===== config.mk =====
export PLATFORM = sky130hd
export DESIGN_NAME = dma_engine
export DESIGN_NICKNAME = d
export VERILOG_FILES = /design/src/common/soc_pkg.sv /design/src/dma/dma_engine.sv
export VERILOG_INCLUDE_DIRS = /design/src /design/src/common
export SDC_FILE = /design/constraint.sdc
export NUM_CORES = 1
export LEC_CHECK = 0
export BUFFER_PORTS_ARGS = -buffer_cell sky130_fd_sc_hd__clkbuf_2
export CELL_PAD_IN_SITES_DETAIL_PLACEMENT = 0
export CELL_PAD_IN_SITES_GLOBAL_PLACEMENT = 1
export CORE_MARGIN = 2
export CORE_UTILIZATION = 45
export DETAILED_ROUTE_END_ITERATION = 10
export PLACE_DENSITY = 0.9
export SYNTH_ARGS = -nofsm -noshare
export SYNTH_HDL_FRONTEND = slang
export SYNTH_SLANG_ARGS = --single-unit

===== constraint.sdc =====
create_clock -name clock -period 4 [get_ports clock]
set_clock_uncertainty 0.05 [all_clocks]
set_input_delay 0.4 -clock clock [delete_from_list [all_inputs] [get_ports clock]]
set_output_delay 0.4 -clock clock [all_outputs]
set_load 0.05 [all_outputs]

===== src/common/soc_defines.svh =====
`ifndef SOC_DEFINES_SVH
`define SOC_DEFINES_SVH

// Bus widths
`define SOC_ADDR_W 32
`define SOC_DATA_W 32

// Region codes in address bits 31:28
`define REGION_RAM 4'h1
`define REGION_DMA 4'h9
`define REGION_TIMER 4'hA

// Word offset carried to every slave, wide enough for the RAM
`define SOC_OFFSET_W 10
`define RAM_WORDS 1024

// Clocks per timer tick
`define TIMER_PRESCALE 4
`define SOC_LED_W 10

// DMA register offsets
`define DMA_REG_SRC 0
`define DMA_REG_DST 1
`define DMA_REG_COUNT 2
`define DMA_REG_CTRL 3

// Timer register offsets
`define TMR_REG_TIME_LO 0
`define TMR_REG_TIME_HI 1
`define TMR_REG_CMP_LO 2
`define TMR_REG_CMP_HI 3
`define TMR_REG_LED 4

`endif


===== src/common/soc_pkg.sv =====
`default_nettype none

`include "soc_defines.svh"

package soc_pkg;

	// One bus word each
	typedef logic [`SOC_ADDR_W-1:0] bus_addr_t;
	typedef logic [`SOC_DATA_W-1:0] bus_data_t;

	// Region code from the top address nibble
	typedef logic [3:0] region_t;

	// Current bus owner
	typedef enum logic [1:0] {
		SEL_IBUS = 2'd0,
		SEL_DBUS = 2'd1,
		SEL_DMA  = 2'd2
	} master_sel_t;

	typedef enum logic [1:0] {
		DMA_IDLE  = 2'd0,
		DMA_READ  = 2'd1,
		DMA_WRITE = 2'd2
	} dma_state_t;

endpackage

`default_nettype wire


===== src/dma/dma_engine.sv =====
`timescale 1ns/10ps
`default_nettype none

`include "soc_defines.svh"

module dma_engine
	import soc_pkg::*;
(
	input  wire                       i_rst_n,
	input  wire                       clock,

	// Register port
	input  wire                       i_request,
	input  wire                       i_rw,
	input  wire [`SOC_OFFSET_W-1:0]   i_offset,
	input  bus_data_t                 i_wdata,
	output bus_data_t                 o_rdata,
	output logic                      o_ready,

	// Bus master port
	output logic                      o_bus_request,
	output logic                      o_bus_rw,
	output bus_addr_t                 o_bus_address,
	output bus_data_t                 o_bus_wdata,
	input  wire                       i_bus_ready,
	input  bus_data_t                 i_bus_rdata
);

	dma_state_t state_q;
	bus_addr_t  src_q;
	bus_addr_t  dst_q;
	bus_data_t  count_q;
	bus_data_t  index_q;
	bus_data_t  index_next;
	bus_data_t  data_q;
	logic       busy;
	logic       access;
	bus_data_t  read_word;

	assign busy = (state_q != DMA_IDLE);
	assign access = i_request && !o_ready;
	assign index_next = index_q + 32'd1;

	//======================================================================
	// Register port
	//======================================================================

	// Setup and control writes are dropped while a copy runs
	always_ff @(posedge clock or negedge i_rst_n)
	begin
		if (!i_rst_n)
		begin
			src_q <= '0;
			dst_q <= '0;
			count_q <= '0;
			o_ready <= 1'b0;
		end
		else
		begin
			o_ready <= access;
			if (access && i_rw && !busy)
			begin
				case (i_offset)
					`DMA_REG_SRC:   src_q <= i_wdata;
					`DMA_REG_DST:   dst_q <= i_wdata;
					`DMA_REG_COUNT: count_q <= i_wdata;
					default:        ;
				endcase
			end
		end
	end

	always_comb
	begin
		case (i_offset)
			`DMA_REG_SRC:   read_word = src_q;
			`DMA_REG_DST:   read_word = dst_q;
			`DMA_REG_COUNT: read_word = count_q;
			`DMA_REG_CTRL:  read_word = {{(`SOC_DATA_W-1){1'b0}}, busy};
			default:        read_word = '0;
		endcase
	end

	always_ff @(posedge clock)
	begin
		if (access)
			o_rdata <= read_word;
	end

	//======================================================================
	// Copy FSM
	//======================================================================

	always_ff @(posedge clock or negedge i_rst_n)
	begin
		if (!i_rst_n)
		begin
			state_q <= DMA_IDLE;
			index_q <= '0;
		end
		else
		begin
			case (state_q)
				DMA_IDLE:
				begin
					// Zero count finishes at once
					if (access && i_rw && (i_offset == `DMA_REG_CTRL) && (count_q != '0))
					begin
						index_q <= '0;
						state_q <= DMA_READ;
					end
				end
				DMA_READ:
				begin
					if (i_bus_ready)
						state_q <= DMA_WRITE;
				end
				DMA_WRITE:
				begin
					if (i_bus_ready)
					begin
						index_q <= index_next;
						state_q <= (index_next == count_q) ? DMA_IDLE : DMA_READ;
					end
				end
				default:
					state_q <= DMA_IDLE;
			endcase
		end
	end

	// Word in flight
	always_ff @(posedge clock)
	begin
		if (state_q == DMA_READ && i_bus_ready)
			data_q <= i_bus_rdata;
	end

	assign o_bus_request = busy;
	assign o_bus_rw = (state_q == DMA_WRITE);
	assign o_bus_address = (state_q == DMA_WRITE) ? dst_q + (index_q << 2) : src_q + (index_q << 2);
	assign o_bus_wdata = data_q;

endmodule

`default_nettype wire


==> results of run 1 <==
==> Yosys cell counts (all sizes together), types with 6 or more instances <==
| master | count | area, um2 |
|---|---|---|
| nand2 | 144 | 541 |
| dfrtp | 131 | 3280 |
| nor2 | 114 | 428 |
| mux2 | 95 | 1070 |
| o21ai | 73 | 365 |
| edfxtp | 64 | 1920 |
| a21oi | 58 | 290 |
| xnor2 | 45 | 394 |
| clkbuf | 43 | 164 |
| mux2i | 38 | 380 |
| ha | 30 | 375 |
| inv | 23 | 86.3 |
| xor2 | 23 | 201 |
| nand3 | 22 | 115 |
| nor4 | 19 | 134 |
| nor3 | 18 | 100 |
| buf | 14 | 91.3 |
| nand4 | 13 | 126 |
| o31ai | 12 | 90.1 |
| and3 | 10 | 63.8 |
| nor2b | 9 | 56.3 |
| or3 | 9 | 56.3 |
| a211oi | 8 | 60.1 |
| a21o | 7 | 52.6 |
| a31oi | 7 | 43.8 |
| and2 | 7 | 43.8 |
| or4 | 6 | 52.6 |
==> state kept, by name, summed over array words and instances, names as in the netlist <==
name         cells
count_q         32
dst_q           32
index_q         32
o_bus_wdata     32
o_rdata         32
src_q           32
state_q          2
o_ready          1
==> layout make-up <==
| class | count | share of cell area |
|---|---|---|
| Sequential cell | 195 | 0.375 |
| Inverter | 23 | 0.00640 |
| Timing Repair Buffer | 220 | 0.119 |
| Clock buffer | 20 | 0.0322 |
| Tap cell | 324 | 0.0292 |
| Clock inverter | 12 | 0.00784 |
| Multi-Input combinational cell | 829 | 0.431 |
==> routing by layer <==
layer	GRT usage	vias to the layer above
li1	-	4330
met1	0.323	4580
met2	0.391	288
met3	0.0411	62
met4	0.0917	0
met5	0	-
==> cell families after synthesis <==
logic type / after synthesis
XOR/XNOR: 68
AND/OR/NAND/NOR: 396
multiplexers: 134
adder cells (fa/ha/maj): 31
AO/OA/AOI/OAI: 200
flip-flops: 195
buffers and inverters: 80
==> repair_timing <==
item                       in CTS  in global routing
pin swaps                       6                 15
setup endpoints to repair      14                 13
hold buffers                    1                  0
hold endpoints to repair       42                  0
buffers inserted                5                  6
gates cloned                    0                  1
gates resized for setup        24                 42
==> power breakdown <==
group | switching, uW | total, uW | internal, uW
clock network | 762 | 1640 | 878
logic | 790 | 1090 | 304
registers | 68.7 | 2250 | 2190
total | 1620 | 4990 | 3370
==> final timing paths <==
kind                                  from           endpoint  cells after the start
setup / recovery                state_q[1]  o_bus_address[30]                     15
hold / removal             i_bus_rdata[11]    o_bus_wdata[11]                      1
setup reg to reg                index_q[0]         state_q[0]                      8
hold reg to reg                index_q[31]        index_q[31]                      1
max in group asynchronous          i_rst_n        count_q[21]                      3
min in group asynchronous          i_rst_n           src_q[1]                      2
==> per-stage QoR <==
stage	std cells	cell area, um2	hold WS [ns]
3_5_place_dp	1579	12900	0.403
2_1_floorplan	1104	11200	0.0544
5_1_grt	1623	13900	0.0699
6_report	1623	13900	0.0811
3_3_place_gp	1579	12900	0.404
4_1_cts	1617	13600	0.0747
==> placed cells by master (no fill, tap or decap), types with 5 or more instances in the layout <==
cell,synthesis,routed
sky130_fd_sc_hd__a21oi_1,58,53
sky130_fd_sc_hd__o21ai_1,1,9
sky130_fd_sc_hd__nor3_1,16,15
sky130_fd_sc_hd__nor2b_1,9,6
sky130_fd_sc_hd__xnor2_1,45,41
sky130_fd_sc_hd__o31ai_1,12,12
sky130_fd_sc_hd__nand4_1,10,10
sky130_fd_sc_hd__nand3_1,21,20
sky130_fd_sc_hd__nand2_2,0,5
sky130_fd_sc_hd__a211oi_1,8,5
sky130_fd_sc_hd__a31oi_1,7,7
sky130_fd_sc_hd__nor4_1,18,18
sky130_fd_sc_hd__buf_4,4,37
sky130_fd_sc_hd__or3_1,9,7
sky130_fd_sc_hd__nor2_1,114,110
sky130_fd_sc_hd__buf_12,0,27
sky130_fd_sc_hd__mux2_2,95,95
sky130_fd_sc_hd__nand2_1,144,139
sky130_fd_sc_hd__mux2i_1,38,38
sky130_fd_sc_hd__o21ai_0,72,63
sky130_fd_sc_hd__clkbuf_2,2,151
sky130_fd_sc_hd__a21o_1,7,7
sky130_fd_sc_hd__ha_1,30,20
sky130_fd_sc_hd__ha_4,0,7
sky130_fd_sc_hd__and2_1,7,7
sky130_fd_sc_hd__dfrtp_1,131,130
sky130_fd_sc_hd__edfxtp_1,64,64
sky130_fd_sc_hd__clkbuf_16,0,18
sky130_fd_sc_hd__inv_1,22,21
sky130_fd_sc_hd__xor2_1,23,20
sky130_fd_sc_hd__and3_1,9,9
==> critical path: stages (launching register included) <==
cell and delay (ns):
sky130_fd_sc_hd__dfrtp_2 0.42, sky130_fd_sc_hd__nand2b_4 0.12, sky130_fd_sc_hd__buf_8 0.13, sky130_fd_sc_hd__nand2_2 0.05, sky130_fd_sc_hd__nand2_1 0.09, sky130_fd_sc_hd__ha_2 0.19, sky130_fd_sc_hd__inv_2 0.04, sky130_fd_sc_hd__fa_2 0.36
sky130_fd_sc_hd__nor2b_2 0.13, sky130_fd_sc_hd__o211ai_1 0.13, sky130_fd_sc_hd__a31o_2 0.33, sky130_fd_sc_hd__a2111oi_4 0.39, sky130_fd_sc_hd__or3_4 0.23, sky130_fd_sc_hd__a21o_1 0.19, sky130_fd_sc_hd__xor2_4 0.17, sky130_fd_sc_hd__buf_12 0.15
==> tab_implementation.tex, run 1 <==
\begin{tabular}{lr}
\hline
Metric & Value \\
\hline
\multicolumn{2}{l}{\textbf{Finish}} \\
\quad P\&R area growth vs syn & 24.8\% \\
\quad Area taken by flip-flops and latches & 5200 um2 \\
\quad Antenna Diode Count & 0 \\
\quad Share of post-route cells with drive strength above 1 & 0.320 \\
\quad Nets@finish & 1396 \\
\quad Post-Route Utilization & 0.571 \\
\quad Filler cells & 2046 \\
\quad Multi-input combinational cell area & 5970 um2 \\
\multicolumn{2}{l}{\textbf{Detailed routing}} \\
\quad Total via count after detailed routing & 9260 \\
\quad Met3 wire length & 1530 um \\
\quad Highest signal layer in the routed design & met4 \\
\quad Met2 layer wire length in the routed design & 15700 um \\
\quad \# DRC & 0 \\
\quad WL/cell & 19.5 um \\
\quad Number of optimization iterations in the first detailed-route pass & 6 \\
\quad Routed length on met1 & 13400 um \\
\quad Average via count per standard cell & 5.71 \\
\quad Drt initial violations & 853 \\
\quad DRT antenna net count & 0 \\
\quad Sum of routed wire length over all layers & 31700 um \\
\multicolumn{2}{l}{\textbf{Pwr}} \\
\quad Power Total & 4990 uW \\
\quad Static leakage power & 0.00630 uW \\
\quad Largest voltage drop on the vdd net & 0.000306 V \\
\quad Power density over the cells & 359 nW/um2 \\
\multicolumn{2}{l}{\textbf{Synth}} \\
\quad Share of synthesized cell area in full adder, half adder and majority cells & 0.0355 \\
\quad Number of storage elements in the synthesis netlist & 195 \\
\quad Share of synthesized registers carrying an async set or reset & 0.672 \\
\quad Combinational family with the most area after synthesis & simple AND/OR/NAND/NOR gates \\
\quad Synth Net Count & 1214 \\
\quad Multiplexer fraction of the synthesized cell area & 0.132 \\
\quad Post-synthesis instance area & 11100 um2 \\
\quad Number of warning messages in the yosys log & 0 \\
\quad Share of the synthesized netlist area taken by xor and xnor gates & 0.0535 \\
\quad Post-synth cell types & 69 \\
\quad Top FF cell, synth & sky130\_fd\_sc\_hd\_\_dfrtp\_1 \\
\quad Area fraction in compound gates after synthesis & 0.109 \\
\quad Simple logic cell fraction of the synthesized area & 0.171 \\
\quad Mean area per synthesized cell & 10.1 um2 \\
\quad Number of instances in the synthesized netlist & 1104 \\
\quad Number of synthesized flops with an enable pin & 64 \\
\quad Post-synthesis sequential area ratio & 0.468 \\
\multicolumn{2}{l}{\textbf{Timing}} \\
\quad Final Critical Period & 4.02 ns \\
\quad Max-slew violation count & 0 \\
\quad Final worst-path setup slack & -0.0242 ns \\
\quad Unrepaired setup endpoints after global routing & yes \\
\quad Endpoints failing setup & 1 \\
\quad Fraction of the cycle the final worst path needs & 1.01 \\
\quad Highest Clock Rate & 248 MHz \\
\quad Slew @ Worst Pin & 1.05 ns \\
\quad Max-Slew Margin vs Limit & 0.298 \\
\quad Sum of negative setup slack & -0.0242 ns \\
\quad Hold Violations, Final & 0 \\
\multicolumn{2}{l}{\textbf{Clock tree}} \\
\quad Root buffer cell & sky130\_fd\_sc\_hd\_\_clkbuf\_16 \\
\quad Clk sink count & 195 \\
\quad CTS Buffer Depth & 2 \\
\quad Skew-Pair Late Insertion Delay & 0.44 ns \\
\quad Num CTS Buffers & 17 \\
\quad Worst-path clk slew & 0.07 ns \\
\quad CTS tree & built \\
\quad Depth of the CTS H-tree & 4 \\
\multicolumn{2}{l}{\textbf{Worst setup path}} \\
\quad Crit path kind & flop to output pin \\
\quad Internal reg-to-reg setup slack & 0.43 ns \\
\quad Endpoint class of the critical path & output pin \\
\quad Startpoint type of the worst setup path & flop \\
\quad Maximum fanout count along the critical path & 7 \\
\quad CP arrival & 3.57 ns \\
\quad Required time reported for the critical path endpoint & 3.55 ns \\
\multicolumn{2}{l}{\textbf{Floorplanning}} \\
\quad Horizontal extent of the die & 161 um \\
\quad Placement Rows & 57 \\
\quad Full die area & 26000 um2 \\
\quad Initial core utilization & 0.457 \\
\quad Core outline area & 24300 um2 \\
\quad Number of ports placed on the die boundary & 178 \\
\quad Die span in y & 161 um \\
\multicolumn{2}{l}{\textbf{Place}} \\
\quad Final RePlAce weighted congestion & 0.896 \\
\quad Worst-case setup slack after placement & 0.0766 ns \\
\quad Count of buffers from port buffering & 177 \\
\quad HPWL after detailed placement & 22800 um \\
\multicolumn{2}{l}{\textbf{GRT}} \\
\quad Via count of the first global-routing pass & 8968 \\
\quad Maximum number of pins on one net before global-route repair & 46 \\
\quad Final global-route overflow total & 0 \\
\quad Number of antenna violations at the first check in global routing & 0 \\
\quad First-pass GRT wire length & 49000 um \\
\quad GR Util All Layers & 0.240 \\
\multicolumn{2}{l}{\textbf{Run}} \\
\quad Max-capacitance violation count & 0 \\
\multicolumn{2}{l}{\textbf{Hold path}} \\
\quad Hold Crit Class & input port to flop \\
\multicolumn{2}{l}{\textbf{Outcome}} \\
\quad Failing checks & setup timing \\
\quad Run status & finished with violations \\
\hline
\end{tabular}
Power figures use the tool's default switching activity.
==> run 2, diff against run 1 <==
- BUFFER_PORTS_ARGS: -buffer_cell sky130_fd_sc_hd__clkbuf_2 -> unset
- CORE_UTILIZATION: 45 -> 50
- DONT_BUFFER_PORTS: unset -> 1
- PLACE_DENSITY: 0.9 -> 0.8
==> run 2 against run 1 <==
Against the previous run: the run still ends with setup timing left; utilization is 3.7 points higher; critical path depth stayed put; via count decreased by 5.6%; sequential cell count unchanged; sequential share of layout area increased by 1.7 points; first-iteration DRC count shrank 29%; design area fell by 4.4%; fmax fell by 2.0%; worst setup slack got worse by 0.080 ns; register-to-register slack better by 0.03 ns; die area fell by 9.8%; critical path type unchanged.
==> tab_implementation.tex, run 2 (synthesized netlist as in run 1, its figures left out) <==
\begin{tabular}{lr}
\hline
Metric & Value \\
\hline
\multicolumn{2}{l}{\textbf{Outcome}} \\
\quad Run status & finished with violations \\
\quad Failing checks & setup timing \\
\multicolumn{2}{l}{\textbf{Timing}} \\
\quad Max-Slew Margin vs Limit & 0.380 (+0.0823) \\
\quad Hold Violations, Final & 0 (unchanged) \\
\quad Slew @ Worst Pin & 0.930 ns (-0.121 ns) \\
\quad Max-slew violation count & 0 (unchanged) \\
\quad Endpoints failing setup & 4 (+3) \\
\quad Final worst-path setup slack & -0.104 ns (-0.0801 ns) \\
\quad Unrepaired setup endpoints after global routing & yes \\
\quad Fraction of the cycle the final worst path needs & 1.03 (+0.0200) \\
\quad Highest Clock Rate & 244 MHz (-2.0\%) \\
\quad Final Critical Period & 4.10 ns (+0.0801 ns) \\
\multicolumn{2}{l}{\textbf{Hold path}} \\
\quad Hold Crit Class & input port to flop \\
\quad WHS Endpoint & count\_q[24] \\
\quad Instance count along the most critical hold path & 2 (+1) \\
\quad Worst min-delay path startpoint & i\_wdata[24] \\
\multicolumn{2}{l}{\textbf{Clock tree}} \\
\quad Skew-Pair Late Insertion Delay & 0.45 ns (about the same) \\
\quad Worst-path clk slew & 0.08 ns (about the same) \\
\quad Clk sink count & 195 (unchanged) \\
\quad CTS tree & built \\
\quad Num CTS Buffers & 17 (unchanged) \\
\quad CTS Buffer Depth & 2 (unchanged) \\
\quad Depth of the CTS H-tree & 4 (unchanged) \\
\quad Root buffer cell & sky130\_fd\_sc\_hd\_\_clkbuf\_16 \\
\multicolumn{2}{l}{\textbf{Detailed routing}} \\
\quad Met2 layer wire length in the routed design & 15600 um (-0.49\%) \\
\quad DRT antenna net count & 0 (unchanged) \\
\quad Sum of routed wire length over all layers & 31300 um (-1.1\%) \\
\quad Drt initial violations & 608 (-29\%) \\
\quad Highest signal layer in the routed design & met4 \\
\quad WL/cell & 21.4 um (+9.8\%) \\
\quad Number of optimization iterations in the first detailed-route pass & 5 (-1) \\
\quad Routed length on met1 & 13000 um (-2.9\%) \\
\quad Average via count per standard cell & 5.98 (+4.9\%) \\
\quad Met3 wire length & 1830 um (+20\%) \\
\quad \# DRC & 0 (unchanged) \\
\quad Total via count after detailed routing & 8746 (-5.6\%) \\
\multicolumn{2}{l}{\textbf{Finish}} \\
\quad Antenna Diode Count & 0 (unchanged) \\
\quad Final Non-Filler Cells & 1462 (-9.9\%) \\
\quad Most frequent cells in the layout & 135 x sky130\_fd\_sc\_hd\_\_nand2\_1, 130 x sky130\_fd\_sc\_hd\_\_dfrtp\_1, 109 x sky130\_fd\_sc\_hd\_\_nor2\_1, 95 x sky130\_fd\_sc\_hd\_\_mux2\_2 \\
\quad Post-Route Utilization & 0.608 (+0.0373) \\
\quad Most common library cell in the layout ignoring fill and taps & sky130\_fd\_sc\_hd\_\_nand2\_1 \\
\quad Share of post-route cells with drive strength above 1 & 0.231 (-0.0893) \\
\quad Design area & 13300 um2 (-4.4\%) \\
\quad P\&R area growth vs syn & 19.3\% \\
\quad Filler cells & 1828 (-11\%) \\
\quad Nets@finish & 1279 (-8.4\%) \\
\multicolumn{2}{l}{\textbf{Worst setup path}} \\
\quad CP arrival & 3.65 ns (+0.08 ns) \\
\quad Endpoint class of the critical path & output pin \\
\quad Required time reported for the critical path endpoint & 3.55 ns (about the same) \\
\quad Maximum cell stage delay along the critical path & 0.46 ns (+0.04 ns) \\
\quad Crit path kind & flop to output pin \\
\quad Internal reg-to-reg setup slack & 0.46 ns (+0.03 ns) \\
\quad Slowest cell on the critical path & sky130\_fd\_sc\_hd\_\_a2111oi\_4 \\
\quad R2r startpoint & index\_q[0] \\
\quad Maximum fanout count along the critical path & 5 (-2) \\
\quad Endpoint of the worst register-to-register path & state\_q[0] \\
\quad Number of cells traversed by the worst register-to-register path & 8 (unchanged) \\
\quad Critical path, cell by cell & nand2b\_4 > buf\_6 > nand2\_4 > nand2\_2 > ha\_4 > inv\_2 > fa\_2 > nor2b\_2 > o211ai\_1 > a31o\_2 > a2111oi\_4 > or3\_4 > a21o\_1 > xor2\_4 > buf\_12 \\
\quad Startpoint type of the worst setup path & flop \\
\multicolumn{2}{l}{\textbf{Place}} \\
\quad Final RePlAce weighted congestion & 0.913 (+1.9\%) \\
\quad HPWL after detailed placement & 21700 um (-4.8\%) \\
\quad Count of buffers from port buffering & 0 (-100\%) \\
\quad Worst-case setup slack after placement & 0.0864 ns (+0.00984 ns) \\
\quad Inst Count DP & 1384 (-12\%) \\
\quad Area after detailed placement & 11900 um2 (-7.7\%) \\
\multicolumn{2}{l}{\textbf{Floorplanning}} \\
\quad Initial core utilization & 0.510 (+0.0523) \\
\quad Horizontal extent of the die & 153 um (-5.0\%) \\
\quad Full die area & 23500 um2 (-9.8\%) \\
\quad Number of ports placed on the die boundary & 178 (unchanged) \\
\quad Placement Rows & 54 (-5.3\%) \\
\quad Core outline area & 21800 um2 (-10\%) \\
\quad Die span in y & 153 um (-5.0\%) \\
\multicolumn{2}{l}{\textbf{Pwr}} \\
\quad Largest voltage drop on the vdd net & 0.000331 V (+8.0\%) \\
\quad Power density over the cells & 378 nW/um2 (+5.3\%) \\
\quad Static leakage power & 0.00581 uW (-7.7\%) \\
\multicolumn{2}{l}{\textbf{GRT}} \\
\quad Maximum number of pins on one net before global-route repair & 132 (+190\%) \\
\quad GR Util All Layers & 0.264 (+0.0233) \\
\quad First-pass GRT wire length & 48300 um (-1.4\%) \\
\quad Number of antenna violations at the first check in global routing & 0 (unchanged) \\
\quad Via count of the first global-routing pass & 8440 (-5.9\%) \\
\quad Final global-route overflow total & 0 (unchanged) \\
\multicolumn{2}{l}{\textbf{Run}} \\
\quad Max-capacitance violation count & 0 (unchanged) \\
\hline
\end{tabular}
[run 2: worst max-delay path: cells and delay by family (launching register included)]
family          cells  cell delay, ns
compound gates      4            1.13
xor+xnor            1            0.18
flops               1            0.43
buf+inv             3            0.34
fa+ha+maj           2            0.48
simple gates        5            0.66
[run 2: how the worst max path moves through the flow]
stage	slack (ns)	end	from
floorplan	-0.08	o_bus_address[26]	state_q[0]
global placement	0.15	o_bus_address[30]	state_q[1]
detailed placement	0.09	o_bus_address[26]	state_q[1]
CTS	-0.1	o_bus_address[28]	state_q[0]
global route	-0.26	o_bus_address[30]	state_q[0]
finish	-0.10	o_bus_address[30]	state_q[1]
[run 2: what timing repair did]
action                     in CTS  in global routing
pin swaps                      10                 19
cloned                          1                  0
hold endpoints to repair      163                  0
gates resized for setup        35                 39
hold buffers                   34                  0
setup endpoints to repair      16                 14
setup buffers                  10                  2
[run 2: where the power goes]
part | switching [uW] | leakage (uW) | internal (uW)
logic | 484 | 0.00309 | 246
clock network | 904 | 0.000296 | 863
registers | 330 | 0.00243 | 2190
[run 2: area by class of cell]
type                            instances  area, um2  share of cell area
Tap cell                              280        350              0.0264
Clock inverter                         15        188              0.0141
Sequential cell                       195       5200               0.392
Multi-Input combinational cell        829       5950               0.448
Inverter                               23       93.8             0.00707
Clock buffer                           17        425              0.0321
Timing Repair Buffer                  103       1060              0.0798
[run 2: stage by stage]
stage	power [uW]	TNS [ns]	hold WS, ns
after detailed placement	3130	0	0.0594
after global placement	3120	0	0.0605
after floorplan	2950	-0.0833	0.0544
final	5020	-0.232	0.0231
after CTS	5000	-0.137	0.0194
after global routing	5160	-1.50	0.0298
[run 2: routing by layer]
metal  GRT usage  up-vias
met5           0        -
met4       0.103        0
met3      0.0527       54
met2       0.442      282
met1       0.337     4314
li1            -     4096
==> run 3, diff against run 2 <==
- CORE_UTILIZATION: 50 -> 45
- HOLD_SLACK_MARGIN: unset -> 0.08
- PLACE_DENSITY: 0.8 -> 0.74
==> run 3 against run 2 <==
Against the previous run: the run still ends with setup timing left; count of clock-buffer cells in the layout up 1; register-to-register slack better by 0.03 ns; clock power is essentially flat; fmax rose by 1.6%; critical path type unchanged; critical endpoint unchanged; largest cell class unchanged.
==> tab_implementation.tex, run 3 (synthesized netlist as in run 1, its figures left out) <==
\begin{tabular}{lr}
\hline
Metric & Value \\
\hline
\multicolumn{2}{l}{\textbf{Outcome}} \\
\quad Run status & finished with violations \\
\quad Failing checks & setup timing \\
\multicolumn{2}{l}{\textbf{Detailed routing}} \\
\quad Number of optimization iterations in the first detailed-route pass & 5 (unchanged) \\
\quad Average via count per standard cell & 5.79 (-3.3\%) \\
\quad WL/cell & 21.2 um (-0.86\%) \\
\quad DRT antenna net count & 0 (unchanged) \\
\quad Total via count after detailed routing & 8956 (+2.4\%) \\
\quad \# DRC & 0 (unchanged) \\
\quad Sum of routed wire length over all layers & 32900 um (+5.0\%) \\
\quad Drt initial violations & 663 (+9.0\%) \\
\multicolumn{2}{l}{\textbf{Clock tree}} \\
\quad CTS tree & built \\
\quad Depth of the CTS H-tree & 4 (unchanged) \\
\quad CTS Buffer Depth & 2 (unchanged) \\
\quad Clk sink count & 195 (unchanged) \\
\quad Num CTS Buffers & 17 (unchanged) \\
\quad Skew-Pair Late Insertion Delay & 0.45 ns (about the same) \\
\quad Root buffer cell & sky130\_fd\_sc\_hd\_\_clkbuf\_16 \\
\quad Worst-path clk slew & 0.07 ns (about the same) \\
\multicolumn{2}{l}{\textbf{Worst setup path}} \\
\quad R2r startpoint & index\_q[0] \\
\quad Source of the critical timing path & state\_q[0] \\
\quad Required time reported for the critical path endpoint & 3.55 ns (about the same) \\
\quad Top Family by Delay on Critical Path & compound AO/OA/AOI/OAI gates \\
\quad Number of buffers and inverters on the critical path & 3 (unchanged) \\
\quad CP arrival & 3.59 ns (-0.06 ns) \\
\quad Startpoint type of the worst setup path & flop \\
\quad Critical path, cell by cell & nand2b\_4 > inv\_6 > nand2\_2 > nand2\_1 > ha\_2 > inv\_2 > fa\_2 > nor2b\_2 > o211ai\_1 > a31o\_2 > a2111oi\_4 > or3\_4 > a21o\_1 > xor2\_4 > buf\_12 \\
\quad Maximum fanout count along the critical path & 7 (+2) \\
\quad Maximum cell stage delay along the critical path & 0.42 ns (-0.04 ns) \\
\quad Endpoint class of the critical path & output pin \\
\quad Slowest cell on the critical path & sky130\_fd\_sc\_hd\_\_a2111oi\_4 \\
\quad Crit path kind & flop to output pin \\
\multicolumn{2}{l}{\textbf{GRT}} \\
\quad Met1 global-route usage & 0.332 (-0.00503) \\
\quad Met3 Use GR & 0.0398 (-0.0129) \\
\quad Via count of the first global-routing pass & 8721 (+3.3\%) \\
\quad First-pass GRT wire length & 50300 um (+4.3\%) \\
\quad Maximum number of pins on one net before global-route repair & 132 (unchanged) \\
\quad Met2 Resource Use GR & 0.426 (-0.0153) \\
\quad Number of antenna violations at the first check in global routing & 0 (unchanged) \\
\quad Busiest grt layer & met2 \\
\quad Final global-route overflow total & 0 (unchanged) \\
\quad GR Util All Layers & 0.252 (-0.0111) \\
\multicolumn{2}{l}{\textbf{Timing}} \\
\quad Highest Clock Rate & 248 MHz (+1.6\%) \\
\quad Sum of negative setup slack & -0.0379 ns (+0.194 ns) \\
\quad Unrepaired setup endpoints after global routing & yes \\
\quad Slew @ Worst Pin & 0.965 ns (+0.0354 ns) \\
\quad Hold Violations, Final & 0 (unchanged) \\
\quad Final worst-path setup slack & -0.0379 ns (+0.0664 ns) \\
\quad Endpoints failing setup & 1 (-3) \\
\quad Max-slew violation count & 0 (unchanged) \\
\quad Fraction of the cycle the final worst path needs & 1.01 (-0.0166) \\
\quad Max-Slew Margin vs Limit & 0.357 (-0.0236) \\
\quad Final Critical Period & 4.04 ns (-0.0664 ns) \\
\multicolumn{2}{l}{\textbf{Place}} \\
\quad Final RePlAce weighted congestion & 0.895 (-2.0\%) \\
\quad Worst-case setup slack after placement & -0.0221 ns (-0.109 ns) \\
\quad HPWL after detailed placement & 23000 um (+5.7\%) \\
\quad Count of buffers from port buffering & 0 (unchanged) \\
\multicolumn{2}{l}{\textbf{Finish}} \\
\quad Most common library cell in the layout ignoring fill and taps & sky130\_fd\_sc\_hd\_\_nand2\_1 \\
\quad Antenna Diode Count & 0 (unchanged) \\
\quad Nets@finish & 1321 (+3.3\%) \\
\quad P\&R area growth vs syn & 23.3\% \\
\quad Share of post-route cells with drive strength above 1 & 0.232 (+0.00106) \\
\quad Most frequent cells in the layout & 140 x sky130\_fd\_sc\_hd\_\_nand2\_1, 131 x sky130\_fd\_sc\_hd\_\_dfrtp\_1, 109 x sky130\_fd\_sc\_hd\_\_nor2\_1, 95 x sky130\_fd\_sc\_hd\_\_mux2\_2 \\
\multicolumn{2}{l}{\textbf{Hold path}} \\
\quad Worst min-delay path startpoint & i\_bus\_ready \\
\quad Hold Crit Class & input port to flop \\
\multicolumn{2}{l}{\textbf{Floorplanning}} \\
\quad Initial core utilization & 0.457 (-0.0523) \\
\quad Placement Rows & 57 (+5.6\%) \\
\quad Full die area & 26000 um2 (+11\%) \\
\quad Number of ports placed on the die boundary & 178 (unchanged) \\
\quad Horizontal extent of the die & 161 um (+5.3\%) \\
\quad Die span in y & 161 um (+5.3\%) \\
\quad Core outline area & 24300 um2 (+11\%) \\
\multicolumn{2}{l}{\textbf{Pwr}} \\
\quad Power density over the cells & 367 nW/um2 (-2.9\%) \\
\quad Largest voltage drop on the vdd net & 0.000269 V (-19\%) \\
\quad Static leakage power & 0.00599 uW (+3.0\%) \\
\multicolumn{2}{l}{\textbf{Run}} \\
\quad Max-capacitance violation count & 0 (unchanged) \\
\hline
\end{tabular}
## run 3: changes by cell type in the layout (fill, tap and decap cells not counted), moves of 3 or more
cell	change
sky130_fd_sc_hd__o21ai_1	-4
sky130_fd_sc_hd__dlygate4sd3_1	+32
sky130_fd_sc_hd__inv_6	+3
sky130_fd_sc_hd__nand2_2	-3
sky130_fd_sc_hd__ha_1	-3
sky130_fd_sc_hd__o21ai_2	+3
sky130_fd_sc_hd__inv_8	-3
sky130_fd_sc_hd__ha_2	+3
sky130_fd_sc_hd__buf_4	+15
sky130_fd_sc_hd__buf_6	-3
sky130_fd_sc_hd__nand2_1	+5
## run 3: where the power goes
part           internal (uW)  switching, uW  total (uW)  leakage, uW
clock network            858            906        1760     0.000294
logic                    260            494         753      0.00326
registers               2190            328        2520      0.00243
## run 3: repair_timing
action                                  CTS  global route
hold buffers                             66             0
endpoints found under the setup margin   13            14
setup buffers                            13             1
resized for setup                        50            22
endpoints found under the hold margin   259             0
pin swaps                                17             9
## run 3: final cells by class
| class | instances | area (um2) |
|---|---|---|
| Tap cell | 324 | 405 |
| Sequential cell | 195 | 5200 |
| Clock buffer | 18 | 429 |
| Timing Repair Buffer | 145 | 1430 |
| Multi-Input combinational cell | 829 | 5980 |
| Inverter | 23 | 91.3 |
| Clock inverter | 14 | 175 |
| Fill cell | 2088 | 10600 |
## run 3: layer usage
metal  vias up  wire length, um
li1       4170                -
met1      4457            14000
met2       286            16400
met3        43             1630
met4         0              870
met5         -                0
## run 3: final timing paths
kind                                          end  depth (start not counted)  slack (ns)
worst min register to register        index_q[30]                          1        0.46
min in group asynchronous               src_q[15]                          2        0.50
worst min-delay path                   state_q[1]                          2        0.13
worst max-delay path            o_bus_address[30]                         15       -0.04
max in group asynchronous              index_q[7]                          2        2.83
worst max register to register         state_q[0]                          8        0.49
## run 3: stage by stage
step                      hold WS [ns]  total power, uW  cells  cell area, um2  utilization
after floorplan                 0.0544             2950   1104           11200            -
after global placement          0.0607             3130   1437           12000        0.494
after detailed placement        0.0591             3140   1437           12000        0.494
after CTS                        0.121             5060   1547           13600        0.560
after global routing             0.136             5190   1548           13700        0.564
final                            0.131             5040   1548           13700        0.564
